==> src/verilog/icache_pkg.sv <==
// ====================
// icache shared definitions
// widths, way count and refill state encoding
// ====================
`default_nettype none

package icache_pkg;

  // fetch address and instruction width
  localparam int ADDR_W = 32;
  localparam int WORD_W = 32;

  // associativity is fixed, one lru bit per set covers two ways
  localparam int WAYS  = 2;
  localparam int WAY_W = $clog2(WAYS);

  // address layout, low to high:
  //   [1:0] byte in word
  //   word offset in line
  //   set index
  //   tag

  // refill sequence
  typedef enum logic [1:0] {
    // waiting for a stage-1 miss
    ST_IDLE,
    // line request on the memory port
    ST_REQ,
    // collecting burst beats
    ST_FILL,
    // one-cycle line install
    ST_WRITE
  } refill_state_e;

endpackage

`default_nettype wire

==> src/verilog/icache_refill_if.sv <==
// ====================
// icache refill write path
// ====================
`default_nettype none
`timescale 1ns/1ps

interface icache_refill_if import icache_pkg::*; #(
  parameter int SETS       = 8,
  parameter int LINE_WORDS = 4
) ();

  localparam int OFS_W = $clog2(LINE_WORDS);
  localparam int IDX_W = $clog2(SETS);
  localparam int TAG_W = ADDR_W - IDX_W - OFS_W - 2;

  // line install
  logic             wr_en;
  logic [WAY_W-1:0] wr_way;
  logic [IDX_W-1:0] wr_index;
  logic [TAG_W-1:0] wr_tag;
  // burst beat capture
  logic             beat_en;
  logic [OFS_W-1:0] beat_idx;

  modport fsm  (output wr_en, wr_way, wr_index, wr_tag, beat_en, beat_idx);
  modport tags (input wr_en, wr_way, wr_index, wr_tag);
  modport data (input wr_en, wr_way, wr_index, beat_en, beat_idx);

endinterface

`default_nettype wire

==> src/verilog/icache_beat_counter.sv <==
// ====================
// icache burst beat counter
// ====================
`default_nettype none
`timescale 1ns/1ps

module icache_beat_counter #(
  parameter int LINE_WORDS = 4
) (
  input  logic                          clk,
  input  logic                          rst_n,
  input  logic                          clear_i,
  input  logic                          step_i,
  output logic [$clog2(LINE_WORDS)-1:0] beat_idx_o,
  output logic                          last_beat_o
);

  localparam int OFS_W = $clog2(LINE_WORDS);

  logic [OFS_W-1:0] cnt_q;

  // wraps on its own since LINE_WORDS is a power of two
  always_ff @(posedge clk or negedge rst_n) begin
    if (!rst_n) begin
      cnt_q <= '0;
    end else if (clear_i) begin
      cnt_q <= '0;
    end else if (step_i) begin
      cnt_q <= cnt_q + 1'b1;
    end
  end

  assign beat_idx_o  = cnt_q;
  // final word of the line, no rlast needed from memory
  assign last_beat_o = (cnt_q == OFS_W'(LINE_WORDS - 1));

endmodule

`default_nettype wire

==> src/verilog/icache_refill_fsm.sv <==
// ====================
// icache refill fsm
// requests the missed line, collects the burst, installs it
// ====================
`default_nettype none
`timescale 1ns/1ps

module icache_refill_fsm import icache_pkg::*; #(
  parameter int SETS       = 8,
  parameter int LINE_WORDS = 4
) (
  input  logic                          clk,
  input  logic                          rst_n,
  input  logic                          miss_i,
  input  logic [ADDR_W-1:0]             miss_addr_i,
  input  logic [WAY_W-1:0]              victim_way_i,
  output logic                          mem_req_o,
  output logic [ADDR_W-1:0]             mem_addr_o,
  input  logic                          mem_gnt_i,
  input  logic                          mem_rvalid_i,
  input  logic                          last_beat_i,
  input  logic [$clog2(LINE_WORDS)-1:0] beat_idx_i,
  output logic                          cnt_clear_o,
  output logic                          busy_o,
  icache_refill_if.fsm                  refill_o
);

  localparam int OFS_W   = $clog2(LINE_WORDS);
  localparam int IDX_W   = $clog2(SETS);
  localparam int IDX_LSB = OFS_W + 2;
  localparam int TAG_LSB = IDX_LSB + IDX_W;

  refill_state_e state_q;
  refill_state_e state_d;

  // line address and victim, frozen for the whole refill
  logic [ADDR_W-1:IDX_LSB] line_q;
  logic [WAY_W-1:0]        way_q;

  // ====================
  // next state
  // ====================
  always_comb begin
    state_d = state_q;
    case (state_q)
      ST_IDLE:  if (miss_i) state_d = ST_REQ;
      ST_REQ:   if (mem_gnt_i) state_d = ST_FILL;
      ST_FILL:  if (mem_rvalid_i && last_beat_i) state_d = ST_WRITE;
      ST_WRITE: state_d = ST_IDLE;
      default:  state_d = ST_IDLE;
    endcase
  end

  always_ff @(posedge clk or negedge rst_n) begin
    if (!rst_n) begin
      state_q <= ST_IDLE;
    end else begin
      state_q <= state_d;
    end
  end

  // capture on the miss so that lru updates later on cannot move the victim
  always_ff @(posedge clk) begin
    if (state_q == ST_IDLE && miss_i) begin
      line_q <= miss_addr_i[ADDR_W-1:IDX_LSB];
      way_q  <= victim_way_i;
    end
  end

  // ====================
  // outputs
  // ====================
  assign busy_o      = (state_q != ST_IDLE);
  assign mem_req_o   = (state_q == ST_REQ);
  assign mem_addr_o  = {line_q, {IDX_LSB{1'b0}}};
  // counter restarts while the request is pending
  assign cnt_clear_o = (state_q == ST_REQ);

  assign refill_o.beat_en  = (state_q == ST_FILL) && mem_rvalid_i;
  assign refill_o.beat_idx = beat_idx_i;
  assign refill_o.wr_en    = (state_q == ST_WRITE);
  assign refill_o.wr_way   = way_q;
  assign refill_o.wr_index = line_q[TAG_LSB-1:IDX_LSB];
  assign refill_o.wr_tag   = line_q[ADDR_W-1:TAG_LSB];

endmodule

`default_nettype wire

==> src/verilog/icache_tag_array.sv <==
// ====================
// icache tag array
// tags, valid and lru per set, hit detect and victim choice
// ====================
`default_nettype none
`timescale 1ns/1ps

module icache_tag_array import icache_pkg::*; #(
  parameter int SETS       = 8,
  parameter int LINE_WORDS = 4
) (
  input  logic                                          clk,
  input  logic                                          rst_n,
  input  logic                                          flush_i,
  input  logic                                          rd_en_i,
  input  logic [$clog2(SETS)-1:0]                       rd_index_i,
  input  logic [ADDR_W-$clog2(SETS)-$clog2(LINE_WORDS)-3:0] cmp_tag_i,
  output logic                                          hit_o,
  output logic [WAY_W-1:0]                              hit_way_o,
  output logic [WAY_W-1:0]                              victim_way_o,
  icache_refill_if.tags                                 refill_i
);

  localparam int OFS_W = $clog2(LINE_WORDS);
  localparam int IDX_W = $clog2(SETS);
  localparam int TAG_W = ADDR_W - IDX_W - OFS_W - 2;

  logic [WAYS-1:0][SETS-1:0] valid_q;
  // set means way 1 is next to go
  logic [SETS-1:0]           lru_q;
  logic [IDX_W-1:0]          idx_q;
  // outputs below belong to a lookup read on the previous edge
  logic                      fresh_q;
  logic [WAYS-1:0]           match;

  // ====================
  // per-way storage
  // ====================
  for (genvar w = 0; w < WAYS; w++) begin : g_way
    logic [TAG_W-1:0] tag_mem [SETS];
    logic [TAG_W-1:0] rd_tag_q;
    logic             rd_vld_q;
    logic             way_we;
    logic             way_fwd;

    assign way_we  = refill_i.wr_en && (refill_i.wr_way == WAY_W'(w));
    assign way_fwd = way_we && (refill_i.wr_index == rd_index_i);

    always_ff @(posedge clk) begin
      if (way_we) begin
        tag_mem[refill_i.wr_index] <= refill_i.wr_tag;
      end
      if (rd_en_i) begin
        rd_tag_q <= way_fwd ? refill_i.wr_tag : tag_mem[rd_index_i];
      end
    end

    // a read on the flush edge already sees the line as gone
    always_ff @(posedge clk or negedge rst_n) begin
      if (!rst_n) begin
        rd_vld_q <= 1'b0;
      end else if (rd_en_i) begin
        rd_vld_q <= way_fwd || (valid_q[w][rd_index_i] && !flush_i);
      end
    end

    assign match[w] = rd_vld_q && (rd_tag_q == cmp_tag_i);
  end

  // a line install wins over a flush on the same edge
  always_ff @(posedge clk or negedge rst_n) begin
    if (!rst_n) begin
      valid_q <= '0;
    end else begin
      if (flush_i) begin
        valid_q <= '0;
      end
      if (refill_i.wr_en) begin
        valid_q[refill_i.wr_way][refill_i.wr_index] <= 1'b1;
      end
    end
  end

  always_ff @(posedge clk or negedge rst_n) begin
    if (!rst_n) begin
      idx_q   <= '0;
      fresh_q <= 1'b0;
    end else begin
      fresh_q <= rd_en_i;
      if (rd_en_i) begin
        idx_q <= rd_index_i;
      end
    end
  end

  // ====================
  // hit, lru and victim
  // ====================
  always_comb begin
    hit_way_o = '0;
    for (int w = 0; w < WAYS; w++) begin
      if (match[w]) hit_way_o = WAY_W'(w);
    end
  end

  assign hit_o = |match;

  // point away from the way just used, once per lookup
  always_ff @(posedge clk or negedge rst_n) begin
    if (!rst_n) begin
      lru_q <= '0;
    end else if (refill_i.wr_en) begin
      lru_q[refill_i.wr_index] <= ~refill_i.wr_way;
    end else if (fresh_q && hit_o) begin
      lru_q[idx_q] <= ~hit_way_o;
    end
  end

  // empty way first, lowest way wins
  always_comb begin
    victim_way_o = lru_q[idx_q];
    for (int w = WAYS - 1; w >= 0; w--) begin
      if (!valid_q[w][idx_q]) victim_way_o = WAY_W'(w);
    end
  end

endmodule

`default_nettype wire

==> src/verilog/icache_data_array.sv <==
// ====================
// icache data array
// line storage, refill buffer and word select
// ====================
`default_nettype none
`timescale 1ns/1ps

module icache_data_array import icache_pkg::*; #(
  parameter int SETS       = 8,
  parameter int LINE_WORDS = 4
) (
  input  logic                          clk,
  input  logic                          rd_en_i,
  input  logic [$clog2(SETS)-1:0]       rd_index_i,
  input  logic [$clog2(LINE_WORDS)-1:0] word_sel_i,
  input  logic [WAY_W-1:0]              hit_way_i,
  input  logic [WORD_W-1:0]             mem_rdata_i,
  output logic [WORD_W-1:0]             rdata_o,
  icache_refill_if.data                 refill_i
);

  // burst words gathered here until the install cycle
  logic [LINE_WORDS-1:0][WORD_W-1:0] fill_buf;
  logic [LINE_WORDS-1:0][WORD_W-1:0] rd_line [WAYS];

  always_ff @(posedge clk) begin
    if (refill_i.beat_en) begin
      fill_buf[refill_i.beat_idx] <= mem_rdata_i;
    end
  end

  // ====================
  // per-way lines
  // ====================
  for (genvar w = 0; w < WAYS; w++) begin : g_way
    logic [LINE_WORDS-1:0][WORD_W-1:0] line_mem [SETS];
    logic [LINE_WORDS-1:0][WORD_W-1:0] rd_line_q;
    logic                              way_we;
    logic                              way_fwd;

    assign way_we  = refill_i.wr_en && (refill_i.wr_way == WAY_W'(w));
    assign way_fwd = way_we && (refill_i.wr_index == rd_index_i);

    // write-first so the replay sees the line it just installed
    always_ff @(posedge clk) begin
      if (way_we) begin
        line_mem[refill_i.wr_index] <= fill_buf;
      end
      if (rd_en_i) begin
        rd_line_q <= way_fwd ? fill_buf : line_mem[rd_index_i];
      end
    end

    assign rd_line[w] = rd_line_q;
  end

  assign rdata_o = rd_line[hit_way_i][word_sel_i];

endmodule

`default_nettype wire

==> src/verilog/icache_top.sv <==
// ====================
// icache top
// two-way instruction cache with a two-stage lookup
// ====================
`default_nettype none
`timescale 1ns/1ps

module icache_top import icache_pkg::*; #(
  parameter int SETS       = 8,
  parameter int LINE_WORDS = 4
) (
  input  logic              clk,
  input  logic              rst_n,
  // fetch request
  input  logic              req_valid_i,
  input  logic [ADDR_W-1:0] req_addr_i,
  output logic              req_ready_o,
  // fetch response
  output logic              rsp_valid_o,
  output logic [WORD_W-1:0] rsp_instr_o,
  output logic [ADDR_W-1:0] rsp_addr_o,
  input  logic              rsp_ready_i,
  input  logic              flush_i,
  // memory port
  output logic              mem_req_o,
  output logic [ADDR_W-1:0] mem_addr_o,
  input  logic              mem_gnt_i,
  input  logic              mem_rvalid_i,
  input  logic [WORD_W-1:0] mem_rdata_i
);

  localparam int OFS_W   = $clog2(LINE_WORDS);
  localparam int IDX_W   = $clog2(SETS);
  localparam int IDX_LSB = OFS_W + 2;
  localparam int TAG_LSB = IDX_LSB + IDX_W;

  logic              s1_valid_q;
  logic [ADDR_W-1:0] s1_addr_q;
  logic              s0_ready;
  logic              hit;
  logic              miss;
  logic              fsm_busy;
  logic              rd_en;
  logic [IDX_W-1:0]  rd_index;
  logic [WAY_W-1:0]  hit_way;
  logic [WAY_W-1:0]  victim_way;
  logic              cnt_clear;
  logic              last_beat;
  logic [OFS_W-1:0]  beat_idx;

  icache_refill_if #(.SETS(SETS), .LINE_WORDS(LINE_WORDS)) refill_if ();

  // ====================
  // stage 0
  // ====================
  // stalls on a miss, a refill, or a response not yet taken
  assign s0_ready    = !fsm_busy && (!s1_valid_q || (hit && rsp_ready_i));
  assign req_ready_o = s0_ready;

  // new lookup, or the held address re-read while refilling
  assign rd_en    = (s0_ready && req_valid_i) || fsm_busy;
  assign rd_index = s0_ready ? req_addr_i[TAG_LSB-1:IDX_LSB]
                             : s1_addr_q[TAG_LSB-1:IDX_LSB];

  // ====================
  // stage 1
  // ====================
  always_ff @(posedge clk or negedge rst_n) begin
    if (!rst_n) begin
      s1_valid_q <= 1'b0;
    end else if (s0_ready) begin
      s1_valid_q <= req_valid_i;
    end
  end

  always_ff @(posedge clk) begin
    if (s0_ready && req_valid_i) begin
      s1_addr_q <= req_addr_i;
    end
  end

  assign miss        = s1_valid_q && !hit;
  assign rsp_valid_o = s1_valid_q && hit;
  assign rsp_addr_o  = s1_addr_q;

  icache_tag_array #(.SETS(SETS), .LINE_WORDS(LINE_WORDS)) u_tags (
    .clk          (clk),
    .rst_n        (rst_n),
    .flush_i      (flush_i),
    .rd_en_i      (rd_en),
    .rd_index_i   (rd_index),
    .cmp_tag_i    (s1_addr_q[ADDR_W-1:TAG_LSB]),
    .hit_o        (hit),
    .hit_way_o    (hit_way),
    .victim_way_o (victim_way),
    .refill_i     (refill_if.tags)
  );

  icache_data_array #(.SETS(SETS), .LINE_WORDS(LINE_WORDS)) u_data (
    .clk         (clk),
    .rd_en_i     (rd_en),
    .rd_index_i  (rd_index),
    .word_sel_i  (s1_addr_q[IDX_LSB-1:2]),
    .hit_way_i   (hit_way),
    .mem_rdata_i (mem_rdata_i),
    .rdata_o     (rsp_instr_o),
    .refill_i    (refill_if.data)
  );

  // ====================
  // refill
  // ====================
  icache_refill_fsm #(.SETS(SETS), .LINE_WORDS(LINE_WORDS)) u_fsm (
    .clk          (clk),
    .rst_n        (rst_n),
    .miss_i       (miss),
    .miss_addr_i  (s1_addr_q),
    .victim_way_i (victim_way),
    .mem_req_o    (mem_req_o),
    .mem_addr_o   (mem_addr_o),
    .mem_gnt_i    (mem_gnt_i),
    .mem_rvalid_i (mem_rvalid_i),
    .last_beat_i  (last_beat),
    .beat_idx_i   (beat_idx),
    .cnt_clear_o  (cnt_clear),
    .busy_o       (fsm_busy),
    .refill_o     (refill_if.fsm)
  );

  icache_beat_counter #(.LINE_WORDS(LINE_WORDS)) u_beats (
    .clk         (clk),
    .rst_n       (rst_n),
    .clear_i     (cnt_clear),
    .step_i      (refill_if.beat_en),
    .beat_idx_o  (beat_idx),
    .last_beat_o (last_beat)
  );

endmodule

`default_nettype wire

==> config.mk <==
export PLATFORM = sky130hd
export DESIGN_NAME = icache_top
export DESIGN_NICKNAME = d
export VERILOG_FILES = /design/src/verilog/icache_pkg.sv /design/src/verilog/icache_refill_if.sv /design/src/verilog/icache_beat_counter.sv /design/src/verilog/icache_refill_fsm.sv /design/src/verilog/icache_tag_array.sv /design/src/verilog/icache_data_array.sv /design/src/verilog/icache_top.sv
export SDC_FILE = /design/constraint.sdc
export NUM_CORES = 2
export LEC_CHECK = 0
export ABC_CLOCK_PERIOD_IN_PS = 39300
export BUFFER_PORTS_ARGS = -buffer_cell sky130_fd_sc_hd__buf_2
export CAP_MARGIN = 20
export CORE_UTILIZATION = 60
export DETAILED_ROUTE_END_ITERATION = 8
export GPL_ROUTABILITY_DRIVEN = 0
export PLACE_DENSITY_LB_ADDON = 0.05
export SYNTH_ARGS = -nofsm -noshare
export SYNTH_HDL_FRONTEND = slang
export SYNTH_SLANG_ARGS = --single-unit
==> constraint.sdc <==
create_clock -name clk -period 39.3 [get_ports clk]
set_clock_uncertainty 0.1 [all_clocks]
set_input_delay 0 -clock clk [delete_from_list [all_inputs] [get_ports clk]]
set_output_delay 0 -clock clk [all_outputs]
set_load 0.05 [all_outputs]
==> out/qor.csv <==
metric,value,unit
Core Footprint,0.188,mm2
synthesized area,0.114,mm2
# DRC,0,
crit-path max cell delay,960,ps
actual slew at the worst max-slew pin,1430,ps
VDD IR max,0.0521,mV
Period minus WS final,7960,ps
Via density,6.54,
drt pass-1 iters,6,
htree depth,5,
Slew Limit Fails,0,
Slew HR,4.64,%
Layout Nets,7673,
Sum Neg Setup Slack,0,ps
status,completed,
total power,7.33,mW
Clock Latency Late Sink,930,ps
CP arrival,8500,ps
Max Cap Viol,0,
global route overflow,0,
Worst path most repeated cell,buf_4,
CP endpoint kind,register,
Post-synth EDFFs,2943,
Initial Util,60.6,%
IO Pins,170,
register bit total from synthesis,2978,
DR WL/cell,30.3,um
Clock Tree Buf Depth,4,
CTS tree,done,
ys async rst share,1.18,%
"area leader, netlist",edfxtp_1,
Die H,438,um
Detail Placement HPWL,149,mm
Root Driver,clkbuf_16,
initial antenna violation count,9,
fmax,126,MHz
worst path bufs/invs,5,
synthesized instance count,7288,
R2R Path Start,rsp_addr_o[31],
setup violators final,0,
Cell Pwr Density,57.0,mW/mm2
# rows,159,
Worst R2R Path Depth,14,
mean post-synth cell area,15.7,um2
"commonest non-fill, non-tap cell in the layout",edfxtp_1,
Final period util,20.2,%
Fin. Hold Viols,0,
Synth area leaders,"edfxtp_1 77%, nand2_1 5.2%, mux2i_1 3.2%, nand3_1 1.6%, mux4_2 1.3%",
Initial DRC Count,9692,
worst path cell trace,"xor2_1, or4_1, or4_1, o32ai_4, buf_4, mux2i_4, buf_12, xnor2_2, or4b_4, buf_4, buf_4, buf_4, o21ai_0, o22a_1",
top_reg_cell synth,edfxtp_1,
Leakage,43.2,nW
post-synthesis sequential area ratio,78.2,%
Hold Crit Start,mem_rvalid_i,
CP startpoint,rsp_addr_o[31],
number of global-route vias before repair,64700,
RSZ-0062 raised after global routing,no,
share of cells above drive strength 1,10.8,%
CTS Sinks,2978,
Yosys Warn Count,0,
slowest cell on the critical path,or4b_4,
global-route wire length before repair,450,mm
fin util,68.3,%
DRT antenna net count,0,
Area Overhead vs Synth,12.7,%
largest net degree at the start of global routing,177,
final WL,312,mm
CP Launch Type,register,
Total Routing Usage GR,32.4,%
vias,67300,
crit-path max FO,132,
crit path kind,register to register,
Setup Buffers After CTS,0,
Worst Path Required,39840,ps
cell depth of the worst min-delay path,6,
CTS Buf Count,309,
"CP delay by family, top",buffers and inverters,
HP Class,input pin to register,
most frequent cells in the layout,"2943 x edfxtp_1, 1595 x nand2_1, 357 x nand3_1",
Netlist cell types,61,
IO Port Bufs,165,
die area,0.192,mm2
CP Depth,14,
Chip Width,438,um
clk slew on worst S/H paths,60,ps
top-area cell type share of the netlist area,77.4,%
[routing by layer]
metal | wire, um | up-vias | share of wire [%] | GRT usage [%]
met1 | 126000 | 34300 | 40 | 47.9
li1 | - | 28700 | - | -
met4 | 8680 | 0 | 2.8 | 9.46
met5 | 0 | - | 0 | 0
met2 | 146000 | 3798 | 47 | 50.7
met3 | 30900 | 518 | 9.9 | 4.83
[flip-flops by register name, summed over array words and instances (netlist names)]
| name | cells |
|---|---|
| s1_valid_q | 1 |
| u_tags.g_way.rd_tag_q | 50 |
| u_tags.g_way.rd_vld_q | 2 |
| u_fsm.line_q | 28 |
| u_fsm.refill_o.wr_way | 1 |
| u_tags.fresh_q | 1 |
| u_data.fill_buf | 128 |
| u_tags.lru_q | 8 |
| u_fsm.state_q | 2 |
| u_data.g_way.line_mem | 2048 |
| u_tags.idx_q | 3 |
| u_tags.valid_q | 16 |
| u_beats.beat_idx_o | 2 |
| u_data.g_way.rd_line_q | 256 |
| rsp_addr_o | 32 |
| u_tags.g_way.tag_mem | 400 |
[cells by family (layout without fill, tap and decap cells)]
| family | Yosys count | count (layout) | synth area share [%] |
|---|---|---|---|
| mux | 473 | 473 | 4.94 |
| fa+ha+maj | 8 | 8 | 0.0877 |
| simple gates | 2302 | 2302 | 8.58 |
| compound gates | 1004 | 1004 | 6.11 |
| buf+inv | 470 | 977 | 1.66 |
| xor+xnor | 52 | 52 | 0.419 |
| other cells | 1 | 9 | 0.00329 |
| flops | 2978 | 2978 | 78.2 |
[synth_stat cells (36+ instances only)]
cell type and number:
nand2_1 1596, edfxtp_1 2943, a21oi_1 137, nor3_1 42, nor2_1 65, a221oi_1 76
buf_2 73, a22oi_1 142, o21ai_0 165, nand4_1 181, a31oi_1 85, o22a_1 71
mux4_2 68, o21ai_1 52, o211ai_1 73, mux2_2 42, a32oi_1 118, xor2_1 36
nand3_1 357, clkbuf_1 331, mux2i_1 363
[where the power goes]
group          internal (mW)  switching (mW)  total (mW)  leakage (nW)
clock network           1.59            1.16        2.75          4.52
registers               3.84           0.161        4.00          27.3
logic                  0.148           0.442       0.590          11.4
total                   5.57            1.76        7.33          43.2
[what timing repair did]
item                      4_1_cts  5_1_grt
hold endpoints to repair      341        0
hold buffers                  143        0
gates resized for setup         0        0
[worst paths after layout]
check	slack (ps)	to
max in group asynchronous	38310	u_tags.g_way[1].rd_vld_q
hold reg to reg	410	u_tags.valid_q[9]
setup reg to reg	31340	u_data.g_way[0].rd_line_q[86]
min in group asynchronous	570	u_beats.beat_idx_o[0]
hold / removal	70	u_fsm.state_q[1]
setup / recovery	31340	u_data.g_way[0].rd_line_q[86]
[metrics by stage]
| step | hold slack, ps | cell area, um2 | instances | worst slack, ps |
|---|---|---|---|---|
| global placement | 35.7 | 118000 | 9632 | 31500 |
| CTS | 5.77 | 129000 | 10300 | 31340 |
| global route | 132 | 129000 | 10300 | 31090 |
| detailed placement | 46.5 | 118000 | 9634 | 31370 |
| finish | 66.0 | 129000 | 10300 | 31340 |
| floorplan | -396 | 114000 | 7291 | 22650 |
[tightest hold or removal path, delay by kind of cell]
| family | cells | cell delay [ps] |
|---|---|---|
| AND/OR/NAND/NOR | 2 | 150 |
| AO/OA/AOI/OAI | 2 | 180 |
| buffers and inverters | 2 | 690 |
[layout make-up]
type	count	area [um2]
Antenna cell	5	12.5
Clock buffer	387	8170
Timing Repair Buffer	441	3510
Multi-Input combinational cell	3843	23400
Tap cell	2495	3120
Inverter	21	109
Fill cell	12400	59800
Sequential cell	2978	89300
Clock inverter	128	1080
No activity file was read; power rests on OpenSTA's default activity.
